`config.mk`:
```
export PLATFORM = sky130hd
export DESIGN_NAME = mem_wb_master
export DESIGN_NICKNAME = d
export VERILOG_FILES = /design/src/hdl/dcache_pkg.sv /design/src/hdl/mem_wb_master.sv
export SDC_FILE = /design/constraint.sdc
export NUM_CORES = 1
export LEC_CHECK = 0
export BUFFER_PORTS_ARGS = -buffer_cell sky130_fd_sc_hd__clkbuf_2
export CORE_UTILIZATION = 30
export DETAILED_ROUTE_END_ITERATION = 10
export GPL_TIMING_DRIVEN = 0
export SLEW_MARGIN = 0
export SYNTH_ARGS = -nofsm -noshare
export SYNTH_HDL_FRONTEND = slang
export SYNTH_SLANG_ARGS = --single-unit
```
`constraint.sdc`:
```
create_clock -name clk_i -period 2.55 [get_ports clk_i]
set_clock_uncertainty 0.15 [all_clocks]
set_input_delay 0.6375 -clock clk_i [delete_from_list [all_inputs] [get_ports clk_i]]
set_output_delay 0.6375 -clock clk_i [all_outputs]
set_load 0.01 [all_outputs]
```
`src/hdl/dcache_pkg.sv`:
```
//////////////////////////////////////////////////
// Data cache shared definitions
// Direct-mapped geometry, address views and the
// request, response and memory command types
//////////////////////////////////////////////////

package dcache_pkg;

    // Bus widths
    localparam int ADDR_W = 32;
    localparam int DATA_W = 32;
    localparam int BE_W   = DATA_W / 8;

    // Cache geometry, 64 lines of four words
    localparam int LINE_WORDS = 4;
    localparam int WORD_IDX_W = $clog2(LINE_WORDS);
    localparam int NUM_SETS   = 64;
    localparam int SET_W      = $clog2(NUM_SETS);
    localparam int TAG_W      = ADDR_W - SET_W - WORD_IDX_W - 2;

    typedef struct packed {
        logic [TAG_W-1:0]      tag;
        logic [SET_W-1:0]      set;
        logic [WORD_IDX_W-1:0] word;
        logic [1:0]            offset;
    } addr_fields_t;

    // Raw byte address for the bus, fields for the arrays
    typedef union packed {
        logic [ADDR_W-1:0] raw;
        addr_fields_t      f;
    } addr_u;

    typedef struct packed {
        addr_u             addr;
        logic [DATA_W-1:0] wdata;
        logic [BE_W-1:0]   be;
        logic              we;
        logic              uncacheable;
    } core_req_t;

    typedef struct packed {
        logic [DATA_W-1:0] rdata;
    } core_rsp_t;

    typedef enum logic [1:0] {
        LINE_READ,
        WORD_READ,
        WORD_WRITE
    } mem_kind_e;

    typedef struct packed {
        mem_kind_e         kind;
        logic [ADDR_W-1:0] addr;
        logic [DATA_W-1:0] wdata;
        logic [BE_W-1:0]   be;
    } mem_cmd_t;

    typedef struct packed {
        logic [WORD_IDX_W-1:0] word;
        logic [DATA_W-1:0]     data;
    } mem_beat_t;

endpackage

```
`src/hdl/mem_wb_master.sv`:
```
//////////////////////////////////////////////////
// Memory-side Wishbone classic master port
// Runs four-beat line refills and single-word
// reads and writes
//////////////////////////////////////////////////

`timescale 1ns/10ps

module mem_wb_master (
    input  logic                          clk_i,
    input  logic                          rst_ni,

    input  logic                          cmd_valid_i,
    input  dcache_pkg::mem_cmd_t          cmd_i,
    output logic                          beat_valid_o,
    output dcache_pkg::mem_beat_t         beat_o,
    output logic                          cmd_done_o,

    output logic                          wb_m_cyc_o,
    output logic                          wb_m_stb_o,
    output logic                          wb_m_we_o,
    output logic [dcache_pkg::ADDR_W-1:0] wb_m_adr_o,
    output logic [dcache_pkg::DATA_W-1:0] wb_m_dat_o,
    output logic [dcache_pkg::BE_W-1:0]   wb_m_sel_o,
    input  logic                          wb_m_ack_i,
    input  logic [dcache_pkg::DATA_W-1:0] wb_m_dat_i
);
    import dcache_pkg::*;

    logic                  active_q;
    logic                  we_q;
    logic                  is_line_q;
    logic [WORD_IDX_W-1:0] cnt_q;
    logic                  done_q;
    logic                  beat_valid_q;
    mem_beat_t             beat_q;
    addr_u                 adr_q;
    logic [DATA_W-1:0]     dat_q;
    logic [BE_W-1:0]       sel_q;
    logic                  xfer;
    logic                  last;

    assign xfer = active_q && wb_m_ack_i;
    // Single transfers end on their first ack
    assign last = !is_line_q || (cnt_q == WORD_IDX_W'(LINE_WORDS - 1));

    always_ff @(posedge clk_i or negedge rst_ni) begin
        if (!rst_ni) begin
            active_q     <= 1'b0;
            we_q         <= 1'b0;
            is_line_q    <= 1'b0;
            cnt_q        <= '0;
            done_q       <= 1'b0;
            beat_valid_q <= 1'b0;
        end else begin
            done_q       <= 1'b0;
            beat_valid_q <= xfer && !we_q;
            if (cmd_valid_i && !active_q) begin
                active_q  <= 1'b1;
                we_q      <= (cmd_i.kind == WORD_WRITE);
                is_line_q <= (cmd_i.kind == LINE_READ);
                cnt_q     <= '0;
            end else if (xfer) begin
                if (last) begin
                    active_q <= 1'b0;
                    done_q   <= 1'b1;
                end else begin
                    cnt_q <= cnt_q + 1'b1;
                end
            end
        end
    end

    always_ff @(posedge clk_i) begin
        if (cmd_valid_i && !active_q) begin
            adr_q.raw <= cmd_i.addr;
            dat_q     <= cmd_i.wdata;
            if (cmd_i.kind == LINE_READ) begin
                // Refill walks the line from word zero
                adr_q.f.word   <= '0;
                adr_q.f.offset <= '0;
                sel_q          <= '1;
            end else begin
                sel_q <= cmd_i.be;
            end
        end else if (xfer && !last) begin
            adr_q.f.word <= cnt_q + 1'b1;
        end
        if (xfer) begin
            beat_q.word <= adr_q.f.word;
            beat_q.data <= wb_m_dat_i;
        end
    end

    assign wb_m_cyc_o   = active_q;
    assign wb_m_stb_o   = active_q;
    assign wb_m_we_o    = we_q;
    assign wb_m_adr_o   = adr_q.raw;
    assign wb_m_dat_o   = dat_q;
    assign wb_m_sel_o   = sel_q;
    assign beat_valid_o = beat_valid_q;
    assign beat_o       = beat_q;
    assign cmd_done_o   = done_q;

endmodule

```
==> results.yml, run 1 <==
synth:
  netlist_area_sq_mm: 0.00344
  yosysWarnings: 0
  synth_fa_ha_area_share_pct: 0.364
  async_flop_share_pct: 6.42
  synthTopCellsByCount: "edfxtp_1, dfrtp_1, nand2_1"
  synth_compound_area_share_pct: 0.946
  syn_inst: 143
  synth_edf_count: 102
  syn_avg_cell_area_sq_um: 24.1
  yosysSeqAreaShare_pct: 94.1
  synth_top_family_by_area: "simple AND/OR/NAND/NOR gates"
  yosysUniqueCellTypes: 19
  synthXorXnorAreaFrac_pct: 0.255
  synth_area_leader_cell: "edfxtp_1"
  muxShareOfSynthArea_pct: 0
  synth-simple-area-share_pct: 3.75
  synth.most_common_cell: "edfxtp_1"
  synthFlopType: "edfxtp_1"
  syn_nets: 250
  yosys_register_bits: 109
  netlist_top_cells_area: "edfxtp_1, dfrtp_1, nand2_1"
  netlist.area_leader.share_pct: 89.1
global_routing:
  use_met2_pct: 20.9
  grt.total_usage_pct: 12.4
  grt_pass1_wl_mm: 10.6
  grt.met1_usage_pct: 14.2
  top_usage_layer: "met2"
  grt_pass1_vias: 2107
  grt_util_met3_pct: 4.96
  grt_max_degree: 38
  grt-ovfl-total: 0
  antenna_found_initial: 0
timing:
  slew_viol_final: 0
  finalSetupViolations: 0
  grt_setup_unrepaired: "no"
  fin_crit_ns: 2.17
  holdWs_ns: 0.310
  relSlewSlack_pct: 13.1
  fmax_mhz: 461
  tns_ns: 0
  max_slew.worst_pin.slew_ns: 1.30
  min_period_over_period_pct: 85.0
  hold_violations: 0
finish:
  stdcell_count: 512
  syn_to_final_growth_pct: 46.5
  layout-drive-gt1-share_pct: 63.4
  nets: 475
  design_area_sq_mm: 0.00504
  antenna_cells: 0
setup_path:
  worstPathRequired_ns: 2.49
  critPathMaxFanout: 37
  crit_path_end_kind: "flip-flop"
  arrival_ns: 2.11
  critPathKind: "reg -> reg"
  cp-start-kind: "flip-flop"
clocking:
  cts.sinks: 109
  clk_latency_ns: 0.33
  htreeDepth: 3
  root_buffer: "clkbuf_16"
  post-cts-setup-buffers: 0
  cts_tree: "done"
  ctsResizeCount: 0
  cts.path.max_buffers: 2
  numCtsBuffers: 9
  clk_pin_slew_ns: 0.07
min_path:
  hp-class: "reg -> reg"
pwr:
  p_total_mw: 4.89
  p_leak_nw: 2.20
  peakVddDrop_mv: 0.448
  power_density_mw_per_mm2: 971
run_status:
  status: "finished clean"
floorplan:
  design.die.area_sq_mm: 0.0119
  ioPinCount: 213
  num_rows: 38
  coreArea_sq_mm: 0.0110
  die_h_um: 109
  initial_core_util_pct: 31.3
  dieWidth_um: 109
placement:
  dp.cells: 496
  io_buffers: 212
  dpl_cell_area_sq_mm: 0.00470
  place.gp.congestion: 0.690
  dp_hpwl_mm: 5.83
drt:
  ant_nets: 0
  first_iter_violations: 57
  routed_via_density: 4.10
  drtPass1Iterations: 4
  wirelength_mm: 7.53
  vias: 2099
  remaining_drc_errors: 0
  wire_per_inst_um: 14.7
flow_run:
  cap_violations: 0
[flip-flops by register name, indices dropped and copies added (netlist names)]
| register | flops |
|---|---|
| cnt_q | 2 |
| beat_o | 34 |
| is_line_q | 1 |
| beat_valid_o | 1 |
| wb_m_dat_o | 32 |
| wb_m_sel_o | 4 |
| wb_m_adr_o | 32 |
| cmd_done_o | 1 |
| wb_m_cyc_o | 1 |
| wb_m_we_o | 1 |
[critical path, cell delays in order, from the launching register on]
cell and delay (ns):
dfrtp_1 0.44, nand2b_4 0.21, clkinvlp_4 0.62, or2_1 0.49
[routing by layer]
| layer | wire length [um] | vias up |
|---|---|---|
| li1 | - | 996 |
| met5 | 0 | - |
| met2 | 3950 | 103 |
| met1 | 2810 | 995 |
| met4 | 58 | 0 |
| met3 | 710 | 5 |
[kinds of logic (layout without fill, tap and decap cells)]
family | count (synthesis) | count (layout)
flip-flops | 109 | 109
AND/OR/NAND/NOR | 23 | 23
AO/OA/AOI/OAI | 5 | 5
buffers and inverters | 4 | 233
adder cells (fa/ha/maj) | 1 | 1
XOR/XNOR | 1 | 1
[cell type report]
cell class / instances / area, sq um
buffer: 1 / 7.51
clock buffer: 10 / 229
clock inverter: 5 / 100
fill: 999 / 5940
inverter: 3 / 15.0
multi-input combinational: 30 / 183
sequential: 109 / 3240
tap: 140 / 175
timing repair buffer: 214 / 1090
[power by group]
part,internal [mW],total (mW),switching (mW)
clock network,0.951,1.53,0.579
registers,2.39,2.51,0.113
logic,0.332,0.856,0.524
total,3.68,4.89,1.22
[layout by cell type, fill, tap and decap left out, types with 2 or more instances in the layout]
master / n
or2_2: 4
nand2_1: 7
o21ai_0: 2
nor2_1: 5
clkbuf_16: 9
edfxtp_1: 102
clkinv_2: 2
nor2b_1: 2
bufinv_16: 3
dfrtp_1: 7
inv_1: 2
clkbuf_2: 212
[stage by stage]
stage	setup WS, ns	util, %
floorplan	0.0730	-
global placement	-0.487	42.6
detailed placement	0.108	42.8
CTS	0.330	45.9
global route	0.169	45.9
finish	0.382	45.9
[worst paths after layout]
check / slack, ns / endpoint / from / cells past startpoint
worst max-delay path: 0.38 / wb_m_adr_o[2] / wb_m_cyc_o / 3
worst min-delay path: 0.31 / beat_o[33] / wb_m_adr_o[3] / 0
worst max register to register: 0.38 / wb_m_adr_o[2] / wb_m_cyc_o / 3
worst min register to register: 0.31 / beat_o[33] / wb_m_adr_o[3] / 0
max in group asynchronous: 1.57 / cnt_q[0] / rst_ni / 2
min in group asynchronous: 0.52 / wb_m_we_o / rst_ni / 2
[what timing repair did]
action	4_1_cts	5_1_grt
setup endpoints to repair	0	0
hold buffers	1	0
endpoints found under the hold margin	7	0
Note: power is estimated with default switching activity, not from simulation.
==> inputs of run 2 (changes only) <==
--- a/config.mk
+++ b/config.mk
@@ -9,6 +9,7 @@
 export CORE_UTILIZATION = 30
 export DETAILED_ROUTE_END_ITERATION = 10
 export GPL_TIMING_DRIVEN = 0
+export PLACE_DENSITY = 0.64
 export SLEW_MARGIN = 0
 export SYNTH_ARGS = -nofsm -noshare
 export SYNTH_HDL_FRONTEND = slang
==> run 2 against run 1 <==
Hold slack worse by 0.0030 ns; maximum frequency grew 0.93%; sequential share of layout area grew 0.69 points; combinational power rose by 1%; sequential cell count unchanged; via count up 1.5%; non-clock buffer count unchanged; count of clock-buffer cells in the layout rose by 1; cell area is 1.1% lower; global-route usage up 0.068 points; clock power fell by 18%.
==> results.yml, run 2 (same netlist as run 1, synthesis figures left out) <==
finish:
  antenna_cells: 0
  nets: 476
  fin_util_pct: 45.4
  layout-drive-gt1-share_pct: 62.8
  syn_to_final_growth_pct: 44.9
  final_cell_mix: "clkbuf_2, edfxtp_1, clkbuf_16, nand2_1, dfrtp_1"
  final_common_cell: "clkbuf_2"
  largest_reg_flops: 34
  num-fill-cells: 1023
  design_area_sq_mm: 0.00498
timing:
  tns_ns: 0
  fmax_mhz: 466
  fin_crit_ns: 2.15
  slew_viol_final: 0
  holdWs_ns: 0.307
  hold_violations: 0
  min_period_over_period_pct: 84.2
  relSlewSlack_pct: 50.9
  max_slew.worst_pin.slew_ns: 0.735
  finalSetupViolations: 0
  grt_setup_unrepaired: "no"
flow_run:
  cap_violations: 0
floorplan:
  design.die.area_sq_mm: 0.0119
  num_rows: 38
  initial_core_util_pct: 31.3
  dieWidth_um: 109
  coreArea_sq_mm: 0.0110
  ioPinCount: 213
  die_h_um: 109
clocking:
  numCtsBuffers: 9
  cts_tree: "done"
  htreeDepth: 3
  cts.path.max_buffers: 2
  clk_latency_ns: 0.33
  root_buffer: "clkbuf_16"
  clk_pin_slew_ns: 0.07
  cts.sinks: 109
setup_path:
  critPathKind: "reg -> reg"
  slowest_delay_ns: 0.60
  worstPathRequired_ns: 2.49
  cp-start-kind: "flip-flop"
  crit_chain: "nand2b_4 > clkinvlp_4 > or2_1"
  reg2reg_slack_ns: 0.40
  r2r_start: "wb_m_cyc_o"
  reg2reg_to: "wb_m_adr_o[2]"
  arrival_ns: 2.09
  path_delay_family: "simple AND/OR/NAND/NOR gates"
  crit_slowest_cell: "clkinvlp_4"
  crit_path_end_kind: "flip-flop"
  critPathMaxFanout: 35
  worst_r2r_path_depth: 3
  crit_buf_inv: 1
min_path:
  min_to: "beat_o[33]"
  hold-path-cell-count: 0
  min_from: "wb_m_adr_o[3]"
  hp-class: "reg -> reg"
pwr:
  p_leak_nw: 2.16
  p_total_mw: 4.62
  power_density_mw_per_mm2: 926
  peakVddDrop_mv: 0.515
global_routing:
  grt-ovfl-total: 0
  grt_pass1_wl_mm: 10.8
  grt_max_degree: 36
  antenna_found_initial: 0
  grt_pass1_vias: 2109
  grt.total_usage_pct: 12.5
drt:
  wirelength_mm: 7.60
  remaining_drc_errors: 0
  ant_nets: 0
  routed_via_density: 4.15
  wire_per_inst_um: 14.8
  drtPass1Iterations: 4
  vias: 2131
  first_iter_violations: 74
placement:
  place.gp.congestion: 0.699
  dp_hpwl_mm: 5.58
  dpl_cell_area_sq_mm: 0.00468
  io_buffers: 212
run_status:
  status: "finished clean"
==> run 2: worst max-delay path by stage <==
stage	from	endpoint	slack, ns	depth (start not counted)
final	wb_m_cyc_o	wb_m_adr_o[2]	0.40	3
after floorplan	cmd_valid_i	wb_m_adr_o[2]	0.07	3
after global routing	wb_m_cyc_o	wb_m_adr_o[2]	0.22	3
after CTS	wb_m_cyc_o	wb_m_adr_o[3]	0.31	3
after global placement	cmd_valid_i	wb_m_adr_o[2]	-0.43	4
after detailed placement	cmd_valid_i	wb_m_adr_o[2]	-0.56	4
==> run 2: cell type report <==
type / instances / area, sq um / share of cell area [%]
multi-input combinational: 30 / 183 / 3.66
buffer: 1 / 7.51 / 0.151
timing repair inverter: 1 / 7.51 / 0.151
clock buffer: 11 / 233 / 4.67
sequential: 109 / 3240 / 65.0
tap: 140 / 175 / 3.51
timing repair buffer: 214 / 1100 / 22.0
clock inverter: 5 / 27.5 / 0.552
inverter: 3 / 15.0 / 0.301
==> run 2: metal layers <==
metal | up-vias | wire length, um | global-route usage [%]
li1 | 998 | - | -
met5 | - | 0 | 0
met1 | 1024 | 2780 | 13.9
met4 | 0 | 140 | 6.66
met2 | 99 | 4090 | 22.0
met3 | 10 | 589 | 2.93
==> run 2: worst reg2reg max path, cell delays in order, from the launching register on <==
cell        delay (ns)
dfrtp_1           0.43
nand2b_4          0.24
clkinvlp_4        0.60
or2_1             0.48
==> run 2: stage by stage <==
stage / cells / setup slack [ns]
floorplan: 143 / 0.0730
global placement: 495 / -0.433
detailed placement: 495 / -0.558
CTS: 513 / 0.315
global route: 514 / 0.217
finish: 514 / 0.402
==> run 2: repair_timing <==
item,4_1_cts,5_1_grt
setup buffers,0,0
resized for setup,1,0
endpoints found under the hold margin,7,0
setup endpoints to repair,69,0
hold buffers,1,0
==> run 2: report_power, final <==
part	switching, mW	internal, mW
Sequential	0.111	2.39
Combinational	0.527	0.341
Clock	0.591	0.655
Total	1.23	3.39
