==> src/hdl/dcache_pkg.sv <==
//////////////////////////////////////////////////
// Data cache shared definitions
// Direct-mapped geometry, address views and the
// request, response and memory command types
//////////////////////////////////////////////////

package dcache_pkg;

    // Bus widths
    localparam int ADDR_W = 32;
    localparam int DATA_W = 32;
    localparam int BE_W   = DATA_W / 8;

    // Cache geometry, 64 lines of four words
    localparam int LINE_WORDS = 4;
    localparam int WORD_IDX_W = $clog2(LINE_WORDS);
    localparam int NUM_SETS   = 64;
    localparam int SET_W      = $clog2(NUM_SETS);
    localparam int TAG_W      = ADDR_W - SET_W - WORD_IDX_W - 2;

    typedef struct packed {
        logic [TAG_W-1:0]      tag;
        logic [SET_W-1:0]      set;
        logic [WORD_IDX_W-1:0] word;
        logic [1:0]            offset;
    } addr_fields_t;

    // Raw byte address for the bus, fields for the arrays
    typedef union packed {
        logic [ADDR_W-1:0] raw;
        addr_fields_t      f;
    } addr_u;

    typedef struct packed {
        addr_u             addr;
        logic [DATA_W-1:0] wdata;
        logic [BE_W-1:0]   be;
        logic              we;
        logic              uncacheable;
    } core_req_t;

    typedef struct packed {
        logic [DATA_W-1:0] rdata;
    } core_rsp_t;

    typedef enum logic [1:0] {
        LINE_READ,
        WORD_READ,
        WORD_WRITE
    } mem_kind_e;

    typedef struct packed {
        mem_kind_e         kind;
        logic [ADDR_W-1:0] addr;
        logic [DATA_W-1:0] wdata;
        logic [BE_W-1:0]   be;
    } mem_cmd_t;

    typedef struct packed {
        logic [WORD_IDX_W-1:0] word;
        logic [DATA_W-1:0]     data;
    } mem_beat_t;

endpackage

==> src/hdl/core_wb_slave.sv <==
//////////////////////////////////////////////////
// Core-side Wishbone classic slave port
// Takes one request per cycle, forces it
// uncacheable when the cache is off, returns ack
//////////////////////////////////////////////////

`timescale 1ns/10ps

module core_wb_slave (
    input  logic                          clk_i,
    input  logic                          rst_ni,

    input  logic                          wb_s_cyc_i,
    input  logic                          wb_s_stb_i,
    input  logic                          wb_s_we_i,
    input  logic [dcache_pkg::ADDR_W-1:0] wb_s_adr_i,
    input  logic [dcache_pkg::DATA_W-1:0] wb_s_dat_i,
    input  logic [dcache_pkg::BE_W-1:0]   wb_s_sel_i,
    output logic                          wb_s_ack_o,
    output logic [dcache_pkg::DATA_W-1:0] wb_s_dat_o,

    input  logic                          cfg_enable_i,

    output logic                          req_valid_o,
    output dcache_pkg::core_req_t         req_o,
    input  logic                          rsp_valid_i,
    input  dcache_pkg::core_rsp_t         rsp_i
);
    import dcache_pkg::*;

    logic              busy_q;
    logic              req_valid_q;
    logic              ack_q;
    core_req_t         req_q;
    logic [DATA_W-1:0] rdata_q;
    logic              accept;

    // New cycle seen while nothing is pending
    assign accept = wb_s_cyc_i && wb_s_stb_i && !busy_q;

    always_ff @(posedge clk_i or negedge rst_ni) begin
        if (!rst_ni) begin
            busy_q      <= 1'b0;
            req_valid_q <= 1'b0;
            ack_q       <= 1'b0;
        end else begin
            req_valid_q <= accept;
            ack_q       <= rsp_valid_i;
            // Stay busy through the ack cycle so the held stb is not taken twice
            if (accept) begin
                busy_q <= 1'b1;
            end else if (ack_q) begin
                busy_q <= 1'b0;
            end
        end
    end

    always_ff @(posedge clk_i) begin
        if (accept) begin
            req_q.addr.raw    <= wb_s_adr_i;
            req_q.wdata       <= wb_s_dat_i;
            req_q.be          <= wb_s_sel_i;
            req_q.we          <= wb_s_we_i;
            req_q.uncacheable <= !cfg_enable_i;
        end
        if (rsp_valid_i) begin
            rdata_q <= rsp_i.rdata;
        end
    end

    assign req_valid_o = req_valid_q;
    assign req_o       = req_q;
    assign wb_s_ack_o  = ack_q;
    assign wb_s_dat_o  = rdata_q;

endmodule

==> config.mk <==
export PLATFORM = sky130hd
export DESIGN_NAME = core_wb_slave
export DESIGN_NICKNAME = d
export VERILOG_FILES = /design/src/hdl/dcache_pkg.sv /design/src/hdl/core_wb_slave.sv
export SDC_FILE = /design/constraint.sdc
export NUM_CORES = 1
export LEC_CHECK = 0
export ABC_AREA = 1
export BUFFER_PORTS_ARGS = -buffer_cell sky130_fd_sc_hd__clkbuf_2
export CAP_MARGIN = 25
export CORE_UTILIZATION = 30
export DETAILED_ROUTE_END_ITERATION = 8
export GPL_ROUTABILITY_DRIVEN = 0
export PLACE_DENSITY = 0.67
export SYNTH_ARGS = -nofsm -noshare
export SYNTH_HDL_FRONTEND = slang
export SYNTH_SLANG_ARGS = --single-unit
==> constraint.sdc <==
create_clock -name clk_i -period 5.8 [get_ports clk_i]
set_clock_uncertainty 0.05 [all_clocks]
set_input_delay 0.58 -clock clk_i [delete_from_list [all_inputs] [get_ports clk_i]]
set_output_delay 0.58 -clock clk_i [all_outputs]
set_load 0.03 [all_outputs]
==> reports/metrics.cfg, run 1 <==
[run_status]
status=completed

[sta]
slew_headroom_pct=43.6
post-route-period-util_pct=28.8
min_period_ns=1.67
setup-tns-final_ns=0
slew_viol_final=0
tightest_slew_ns=0.846
setup_viol=0
finalHoldViolCount=0
rsz0062_at_grt=no
max_freq_mhz=599

[placement]
hpwlAfterDp_microns=4810
placed_area_sq_um=4400
portBuffers=210

[drt]
drc=0
ant_nets=0
drt-initial-drc-count=35
num_vias=1909
finalWirelength_microns=6300
wl_per_cell_microns=13.2
first_pass_iters=4
via_per_inst=4.00

[cts]
clock_path_buffers=2
clock_tree.root_cell=clkbuf_8
cts_setup_buffers=0
cts_made_buffers=9
htreeDepth=3
clk_latency_ns=0.35
clk_pin_slew_ns=0.10
cts_tree=yes
clock-sinks=105
cts_resized=0

[floorplanning]
ioPinCount=211
start_util_pct=30.8
num_rows=37
die-area_sq_um=11000
die_w_microns=105
core_sq_um=10300
fp.dieH_microns=105

[worst_hold_path]
hold_path_class=in2reg

[yosys]
postSynthCellCount=112
synth_top_family_by_area=simple AND/OR/NAND/NOR gates
synth_compound_area_share_pct=0
syn_avg_cell_area_sq_um=28.3
ys_warn_count=0
ys_ff_latch=105
synthSimpleGateAreaFrac_pct=0.552
synth_xor_area_share_pct=0
synthAdderAreaFrac_pct=0
ys_types=5
syn_nets=219
netlist_area_sq_um=3170
synth_seq_area_share_pct=99.0
synthMuxAreaShare_pct=0

[worst_setup_path]
r2r_start=busy_q$_DFFE_PN0P_
path_cells=inv_1 > nand3_2 > inv_2 > buf_4
r2r_setup_slack_ns=4.13
r2r-end=req_o[61]$_DFFE_PP_
arrival_ns=1.60
crit_path_start=busy_q$_DFFE_PN0P_
crit_required_ns=5.73
worstSetupStartpointType=flip-flop
path_class=reg2reg
critical_path.max_stage_delay_ns=0.66
crit_slowest_cell=buf_4
critPathCapture=req_o[61]$_DFFE_PP_
end_kind=flip-flop
r2r_cells=4
critPathMaxFanout=71

[power_and_ir_drop]
p_int_uw=1220
switching_power_uw=365
power_density_nw_per_um2=341
cellLeakagePower_uw=0.00203
p_comb_share_pct=10.8
sw_frac_of_total_pct=23.0
ir_drop_mv=0.175
pwr-share-seq_pct=56.3
p_clk_share_pct=33.0

[finish]
area_growth_pct=46.8
nNetsFinal=442
final_cell_mix=210 x clkbuf_2, 102 x edfxtp_1, 9 x clkbuf_8
final_util_pct=45.3
n_fill_cell=937
final_common_cell=clkbuf_2
fin_area_sq_um=4660
drive_gt1_share_pct=67.1

[global_route]
track_usage_pct=11.7
grt_max_degree=72
grt_pass1_wl_microns=9340
grt_overflow=0
grt_pass1_vias=1933
antenna_found_initial=1

[run]
max-cap-violations=0

## cells by family (layout without fill, tap and decap cells)
| logic type | Yosys count | in the layout |
|---|---|---|
| other | 0 | 1 |
| buffers and inverters | 4 | 232 |
| flip-flops | 105 | 105 |
| AND/OR/NAND/NOR | 3 | 3 |
## sequential cells by signal (all words and copies together), names as in the netlist
name and flops:
busy_q 1, req_o 70, req_valid_o 1, wb_s_dat_o 32, wb_s_ack_o 1
## what timing repair did
item / 4_1_cts / 5_1_grt
setup endpoints to repair: 0 / 0
hold buffers: 1 / 0
endpoints found under the hold margin: 3 / 0
## worst min path at each step
stage / start / depth (start not counted) / end / slack, ns
after floorplan: rst_ni / 0 / busy_q$_DFFE_PN0P_ / 0.23
after global placement: rst_ni / 1 / wb_s_ack_o$_DFF_PN0_ / 0.34
after detailed placement: rst_ni / 1 / busy_q$_DFFE_PN0P_ / 0.33
after CTS: wb_s_adr_i[22] / 1 / req_o[60]$_DFFE_PP_ / 0.31
after global routing: wb_s_adr_i[2] / 1 / req_o[40]$_DFFE_PP_ / 0.31
final: wb_s_adr_i[2] / 1 / req_o[40]$_DFFE_PP_ / 0.34
## cell type report
cell class / count / area (sq um) / area share [%]
clock inverters: 6 / 116 / 2.50
diodes: 1 / 2.50 / 0.0537
clock buffers: 10 / 128 / 2.74
multi-input cells: 3 / 17.5 / 0.376
repair buffers: 212 / 1070 / 23.0
inverters: 4 / 15.0 / 0.322
flip-flops and latches: 105 / 3140 / 67.4
well taps: 136 / 170 / 3.65
## synth_stat cells
cell type	count	share of area, %
nand2_1	2	0.24
dfrtp_1	3	2.4
nand3_2	1	0.32
inv_1	4	0.47
edfxtp_1	102	97
## per-stage QoR
stage               instances  setup slack, ns  total power (uW)  hold slack, ns
floorplan                 112             3.29              1000           0.234
global placement          459             3.88              1080           0.335
detailed placement        459             3.85              1080           0.334
CTS                       476             4.11              1610           0.306
global route              476             4.01              1650           0.307
finish                    477             4.13              1590           0.339
## metal layers
metal,share of wire (%),vias up,track usage (%)
met5,0,-,0
met4,2.7,0,8.25
met3,13,13,5.61
met2,46,151,18.6
met1,38,857,12.0
li1,-,888,-
## critical path: cells and delay by family (launching register included)
| family | cells | cell delay (ns) |
|---|---|---|
| buf+inv | 3 | 0.77 |
| simple gates | 1 | 0.07 |
| flops | 1 | 0.38 |
## power groups by stage
stage               registers (uW)  clock network, uW  logic, uW
CTS                            893                544        174
finish                         892                523        171
detailed placement             910                  0        173
global route                   897                570        181
floorplan                      993                  0       9.81
global placement               908                  0        171
Power figures use the tool's default switching activity.
==> inputs of run 2 (changes only) <==
--- a/config.mk
+++ b/config.mk
@@ -5,7 +5,7 @@
 export SDC_FILE = /design/constraint.sdc
 export NUM_CORES = 1
 export LEC_CHECK = 0
-export ABC_AREA = 1
+export ABC_AREA = 0
 export BUFFER_PORTS_ARGS = -buffer_cell sky130_fd_sc_hd__clkbuf_2
 export CAP_MARGIN = 25
 export CORE_UTILIZATION = 30
==> constraint.sdc (replaced) <==
create_clock -name clk_i -period 1.72 [get_ports clk_i]
set_clock_uncertainty 0.05 [all_clocks]
set_input_delay 0.172 -clock clk_i [delete_from_list [all_inputs] [get_ports clk_i]]
set_output_delay 0.172 -clock clk_i [all_outputs]
set_load 0.03 [all_outputs]
==> run 2 against run 1 <==
  * The flow now stops in clock tree synthesis (4_1_cts)
  * Synthesized cell count decreased by 2.7%
  * Synthesized area decreased by 0.36%
==> reports/metrics.cfg, run 2 <==
[floorplanning]
start_util_pct=30.7
num_rows=37
fp.dieH_microns=105
die_w_microns=105
ioPinCount=211

[run_status]
status=stopped before the end
firstError=[ERROR RSZ-0060] Max buffer count reached.
stop_stage=clock tree synthesis (4_1_cts)

[yosys]
ys_warn_count=0
synthArstFlopShare_pct=2.86
ys_types=6
ys_ff_latch=105
synthTopCellsByCount=102 x edfxtp_1, 3 x dfrtp_1
synth-main-ff-cell=edfxtp_1
synth_seq_area_share_pct=99.3
synth_area_leader_cell=edfxtp_1
synth_top_area_share_pct=97.0
netlist_area_sq_um=3160
syn_avg_cell_area_sq_um=29.0
synth_area_leaders=edfxtp_1 97%, dfrtp_1 2.4%, mux2i_1 0.32%, inv_1 0.12%, nand2_1 0.12%
syn_nets=216
postSynthCellCount=109
post-synth-top-count-cell=edfxtp_1
synth_enable_flop_cells=102

[placement]
hpwlAfterDp_microns=5160
portBuffers=210

[cts]
clock-sinks=105
clock_tree.root_cell=clkbuf_8
cts_resized=0
clock_path_buffers=2
cts_hold_buffers=101
htreeDepth=3
cts_setup_buffers=0
cts_made_buffers=9

==> run 2: changes by cell type after synthesis <==
cell and change:
nor2_1 +1, nand2_1 -1, nand3_2 -1, inv_1 -3, mux2i_1 +1
==> run 2: cells by family after synthesis <==
family | synth area share (%)
flops | 99.3
mux | 0.317
buf+inv | 0.119
simple gates | 0.237
==> run 2: through the flow <==
| step | setup slack [ns] | TNS [ns] | instance area (sq um) | std cells | hold WS, ns |
|---|---|---|---|---|---|
| global placement | 0.479 | 0 | 4430 | 457 | -0.0716 |
| floorplan | -0.192 | -13.48 | 3170 | 109 | -0.174 |
| detailed placement | 0.454 | 0 | 4430 | 457 | -0.0740 |
==> inputs of run 3 (changes only) <==
--- a/config.mk
+++ b/config.mk
@@ -8,10 +8,10 @@
 export ABC_AREA = 0
 export BUFFER_PORTS_ARGS = -buffer_cell sky130_fd_sc_hd__clkbuf_2
 export CAP_MARGIN = 25
-export CORE_UTILIZATION = 30
+export CORE_UTILIZATION = 20
 export DETAILED_ROUTE_END_ITERATION = 8
 export GPL_ROUTABILITY_DRIVEN = 0
-export PLACE_DENSITY = 0.67
+export PLACE_DENSITY_LB_ADDON = 0.15
 export SYNTH_ARGS = -nofsm -noshare
 export SYNTH_HDL_FRONTEND = slang
 export SYNTH_SLANG_ARGS = --single-unit
==> run 3 against run 2 <==
  * The flow now finishes without violations
  * Synthesized area stayed put
  * Synthesized cell count unchanged
==> reports/metrics.cfg, run 3 <==
[yosys]
synth_area_leaders=edfxtp_1 97%, dfrtp_1 2.4%, mux2i_1 0.32%, inv_1 0.12%, nand2_1 0.12%
ys_warn_count=0
syn_nets=216
synthTopCellsByCount=102 x edfxtp_1, 3 x dfrtp_1
postSynthCellCount=109
synth_top_area_share_pct=97.0
ys_types=6
post-synth-top-count-cell=edfxtp_1
synth-main-ff-cell=edfxtp_1
synth_area_leader_cell=edfxtp_1
netlist_area_sq_um=3160
synth_enable_flop_cells=102
synthArstFlopShare_pct=2.86
syn_avg_cell_area_sq_um=29.0
ys_ff_latch=105
synth_seq_area_share_pct=99.3

[worst_setup_path]
path_delay_family=buffers and inverters
r2r_cells=2
path_cells=dlygate4sd3_1 > clkbuf_2 > buf_4
path_buf_inv=3
arrival_ns=1.23
crit_slowest_cell=dlygate4sd3_1
end_kind=flip-flop
critPathMaxFanout=29
path_class=in2reg
worstSetupStartpointType=input pin
r2r-end=req_o[68]$_DFFE_PP_
critical_path.max_stage_delay_ns=0.52
crit_required_ns=1.68
r2r_start=busy_q$_DFFE_PN0P_
r2r_setup_slack_ns=0.50

[drt]
drt-initial-drc-count=40
num_vias=2326
drc=0
finalWirelength_microns=8290
via_per_inst=3.56
ant_nets=0
first_pass_iters=3
wl_per_cell_microns=12.7

[global_route]
track_usage_pct=10.3
grt_pass1_vias=2544
antenna_found_initial=0
grt_overflow=0
grt_pass1_wl_microns=12400
grt_max_degree=51

[floorplanning]
ioPinCount=211
core_sq_um=15300
die-area_sq_um=16300
fp.dieH_microns=128
die_w_microns=128
num_rows=45
start_util_pct=20.6

[run]
max-cap-violations=0

[sta]
slew_viol_final=0
hold_ws_ns=0.0993
tightest_slew_ns=0.372
finalHoldViolCount=0
post-route-period-util_pct=73.8
rsz0062_at_grt=no
setup_viol=0
min_period_ns=1.27
slew_headroom_pct=75.2
setup_ws_ns=0.450
max_freq_mhz=787

[cts]
htreeDepth=3
clk_latency_ns=0.35
clock-sinks=105
cts_made_buffers=9
cts_resized=0
clk_pin_slew_ns=0.07
clock_path_buffers=2
cts_setup_buffers=0
clock_tree.root_cell=clkbuf_16
cts_tree=yes

[finish]
final_common_cell=clkbuf_2
n_fill_cell=1436
final_cell_mix=210 x clkbuf_2, 104 x dlygate4sd3_1, 102 x edfxtp_1
largest_register_ffs=70
drive_gt1_share_pct=51.4
area_growth_pct=84.5
n_antenna_cell=0
nNetsFinal=544

[placement]
portBuffers=210
hpwlAfterDp_microns=5540
place_ws_ns=0.471

[power_and_ir_drop]
total_power_uw=5670
cellLeakagePower_uw=0.00247
power_density_nw_per_um2=972
ir_drop_mv=0.895

[run_status]
status=completed

[worst_hold_path]
hold_path_class=in2async

run 3: cell counts after synthesis:
Identical to the previous run, type by type.
run 3: how the worst max path moves through the flow:
stage	end	from	cells past startpoint
detailed placement	req_o[23]$_DFFE_PP_	busy_q$_DFFE_PN0P_	2
floorplan	req_o[0]$_DFFE_PP_	busy_q$_DFFE_PN0P_	1
finish	wb_s_dat_o[8]$_DFFE_PP_	rsp_valid_i	3
CTS	req_o[23]$_DFFE_PP_	busy_q$_DFFE_PN0P_	2
global placement	req_o[23]$_DFFE_PP_	busy_q$_DFFE_PN0P_	2
global route	wb_s_dat_o[8]$_DFFE_PP_	rsp_valid_i	3
run 3: per-layer routing:
metal  part of all wire [%]  track usage, %
met1                     38            10.3
met2                     47            17.2
met3                     13            5.80
met4                    2.1            5.40
met5                      0               0
run 3: layout make-up:
cell class	instances	area (sq um)	area share (%)
Tap cell	211	264	4.53
Timing Repair Buffer	317	2130	36.5
Clock buffer	11	233	3.99
Sequential cell	105	3140	53.8
Inverter	1	3.75	0.0644
Multi-Input combinational cell	3	25.0	0.429
Clock inverter	5	38.8	0.665
run 3: timing repair:
action,in CTS,in global routing
hold buffers,104,0
hold endpoints to repair,106,0
endpoints found under the setup margin,0,0
run 3: report_power, final:
part	switching, uW	internal (uW)
Clock	901	994
Combinational	437	328
Sequential	40.2	2970
run 3: kinds of logic (layout without fill, tap and decap cells):
kind of cell | count (synthesis) | count (layout) | share of synthesized area, %
simple gates | 2 | 2 | 0.237
flops | 105 | 105 | 99.3
mux | 1 | 1 | 0.317
buf+inv | 1 | 334 | 0.119
run 3: stage by stage:
step / cells / util [%] / instance area [sq um] / setup TNS (ns)
CTS: 653 / 38.1 / 5830 / 0
floorplan: 109 / - / 3170 / -13.48
global placement: 533 / 29.5 / 4520 / 0
finish: 653 / 38.1 / 5830 / 0
global route: 653 / 38.1 / 5830 / 0
detailed placement: 533 / 29.5 / 4520 / 0
==> inputs of run 4 (changes only) <==
==> constraint.sdc (replaced) <==
create_clock -name clk_i -period 1.2 [get_ports clk_i]
set_clock_uncertainty 0.05 [all_clocks]
set_input_delay 0.12 -clock clk_i [delete_from_list [all_inputs] [get_ports clk_i]]
set_output_delay 0.12 -clock clk_i [all_outputs]
set_load 0.03 [all_outputs]
==> run 4 against run 3 <==
  * Non-clock buffer count increased by 4
  * Flip-flop and latch count unchanged
  * Sequential power increased by 43%
  * Final cell count increased by 0.61%
  * Sequential share of layout area decreased by 0.65 points
  * Worst hold slack got worse by 0.056 ns
  * Total power increased by 43%
  * Clock-buffer cell count increased by 1
==> reports/metrics.cfg, run 4 (same netlist as run 3, synthesis figures left out) <==
[run_status]
status=completed

[global_route]
grt_pass1_vias=2498
grt_max_degree=39
antenna_found_initial=0
grt_pass1_wl_microns=11900
grt_overflow=0
track_usage_pct=10.1

[finish]
ff_latch_area_sq_um=3140
n_fill_cell=1460
final_util_pct=38.5
fin_cells=657
final_cell_mix=210 x clkbuf_2, 104 x dlygate4sd3_1, 102 x edfxtp_1
nNetsFinal=548
area_growth_pct=86.8
fin_area_sq_um=5900
multi_input_area_sq_um=25.0
final_common_cell=clkbuf_2
drive_gt1_share_pct=51.8
n_antenna_cell=0
largest_register_ffs=70

[worst_setup_path]
worstSetupStartpointType=flip-flop
crit_slowest_cell=dfrtp_1
critPathMaxFanout=19
critical_path.max_stage_delay_ns=0.41
end_kind=flip-flop
path_class=reg2reg
arrival_ns=1.19
path_cells=nor2_4 > buf_4 > buf_12
crit_required_ns=1.20

[sta]
min_period_ns=1.19
post-route-period-util_pct=99.4
tightest_slew_ns=0.201
setup_viol=0
max_freq_mhz=838
finalHoldViolCount=0
rsz0062_at_grt=yes
slew_headroom_pct=86.7
setup-tns-final_ns=0
slew_viol_final=0

[power_and_ir_drop]
total_power_uw=8100
power_density_nw_per_um2=1370
cellLeakagePower_uw=0.00249
ir_drop_mv=1.04

[floorplanning]
core_sq_um=15300
die_w_microns=128
start_util_pct=20.6
num_rows=45
die-area_sq_um=16300
fp.dieH_microns=128
ioPinCount=211

[drt]
wl_per_cell_microns=12.6
via_per_inst=3.51
ant_nets=0
finalWirelength_microns=8260
drc=0
first_pass_iters=4
num_vias=2305
drt-initial-drc-count=48

[placement]
hpwlAfterDp_microns=5440
placed_cells=533
portBuffers=210
placed_area_sq_um=4540

[cts]
clock_tree.root_cell=clkbuf_16
clk_latency_ns=0.34
clock_path_buffers=2
htreeDepth=3
clock-sinks=105
cts_made_buffers=9
clk_pin_slew_ns=0.06
cts_tree=yes

[worst_hold_path]
hold_path_class=in2reg

[run]
max-cap-violations=0

==> run 4: cell count changes in the layout (fill, tap and decap cells not counted) <==
cell | previous run | this run
buf_12 | 1 | 3
buf_6 | 0 | 1
clkbuf_1 | 2 | 3
clkbuf_16 | 9 | 10
clkinv_1 | 1 | 0
clkinv_4 | 2 | 0
clkinvlp_4 | 0 | 4
inv_6 | 2 | 0
==> run 4: critical path: cells and delay by family (launching register included) <==
family,cells,cell delay (ns)
buffers and inverters,2,0.33
flip-flops,1,0.41
AND/OR/NAND/NOR,1,0.10
==> run 4: metal layers <==
| layer | part of all wire (%) | wire length (microns) | GRT usage [%] | vias to the layer above |
|---|---|---|---|---|
| met5 | 0 | 0 | 0 | - |
| met4 | 2.0 | 165 | 5.19 | 0 |
| met3 | 12 | 1010 | 5.34 | 10 |
| met2 | 46 | 3820 | 17.1 | 163 |
| met1 | 39 | 3260 | 9.97 | 1030 |
| li1 | - | - | - | 1102 |
==> run 4: power breakdown <==
| part | switching [uW] | internal (uW) | leakage [uW] | total, uW |
|---|---|---|---|---|
| registers | 59.3 | 4250 | 0.000998 | 4310 |
| clock network | 1250 | 1410 | 0.000115 | 2660 |
| logic | 630 | 496 | 0.00138 | 1130 |
==> run 4: final timing paths <==
check                                     startpoint                   end  slack [ns]  cells past startpoint
worst max-delay path              busy_q$_DFFE_PN0P_   req_o[45]$_DFFE_PP_       0.007                      3
worst min-delay path                      wb_s_cyc_i    busy_q$_DFFE_PN0P_        0.04                      3
worst max register to register    busy_q$_DFFE_PN0P_   req_o[45]$_DFFE_PP_       0.007                      3
worst min register to register  wb_s_ack_o$_DFF_PN0_    busy_q$_DFFE_PN0P_        0.43                      1
max in group asynchronous                     rst_ni    busy_q$_DFFE_PN0P_        0.93                      2
min in group asynchronous                     rst_ni  wb_s_ack_o$_DFF_PN0_        0.06                      2
==> run 4: cell type report <==
type / instances / area share (%)
Clock inverter: 4 / 0.509
Clock buffer: 12 / 4.01
Tap cell: 211 / 4.47
Inverter: 1 / 0.0636
Multi-Input combinational cell: 3 / 0.424
Timing Repair Buffer: 321 / 37.3
Sequential cell: 105 / 53.2
==> run 4: through the flow <==
stage                     hold slack [ns]  setup slack (ns)
after floorplan                    -0.226            -0.712
after global placement             -0.128           0.00968
after detailed placement           -0.126         -0.000302
after CTS                          0.0287          -0.00920
after global routing               0.0571           -0.0417
final                              0.0435           0.00669
==> run 4: repair_timing <==
item,4_1_cts,5_1_grt
endpoints found under the setup margin,26,38
setup buffers,0,2
gates resized for setup,0,0
gates cloned,0,2
hold endpoints to repair,107,0
hold buffers,104,0
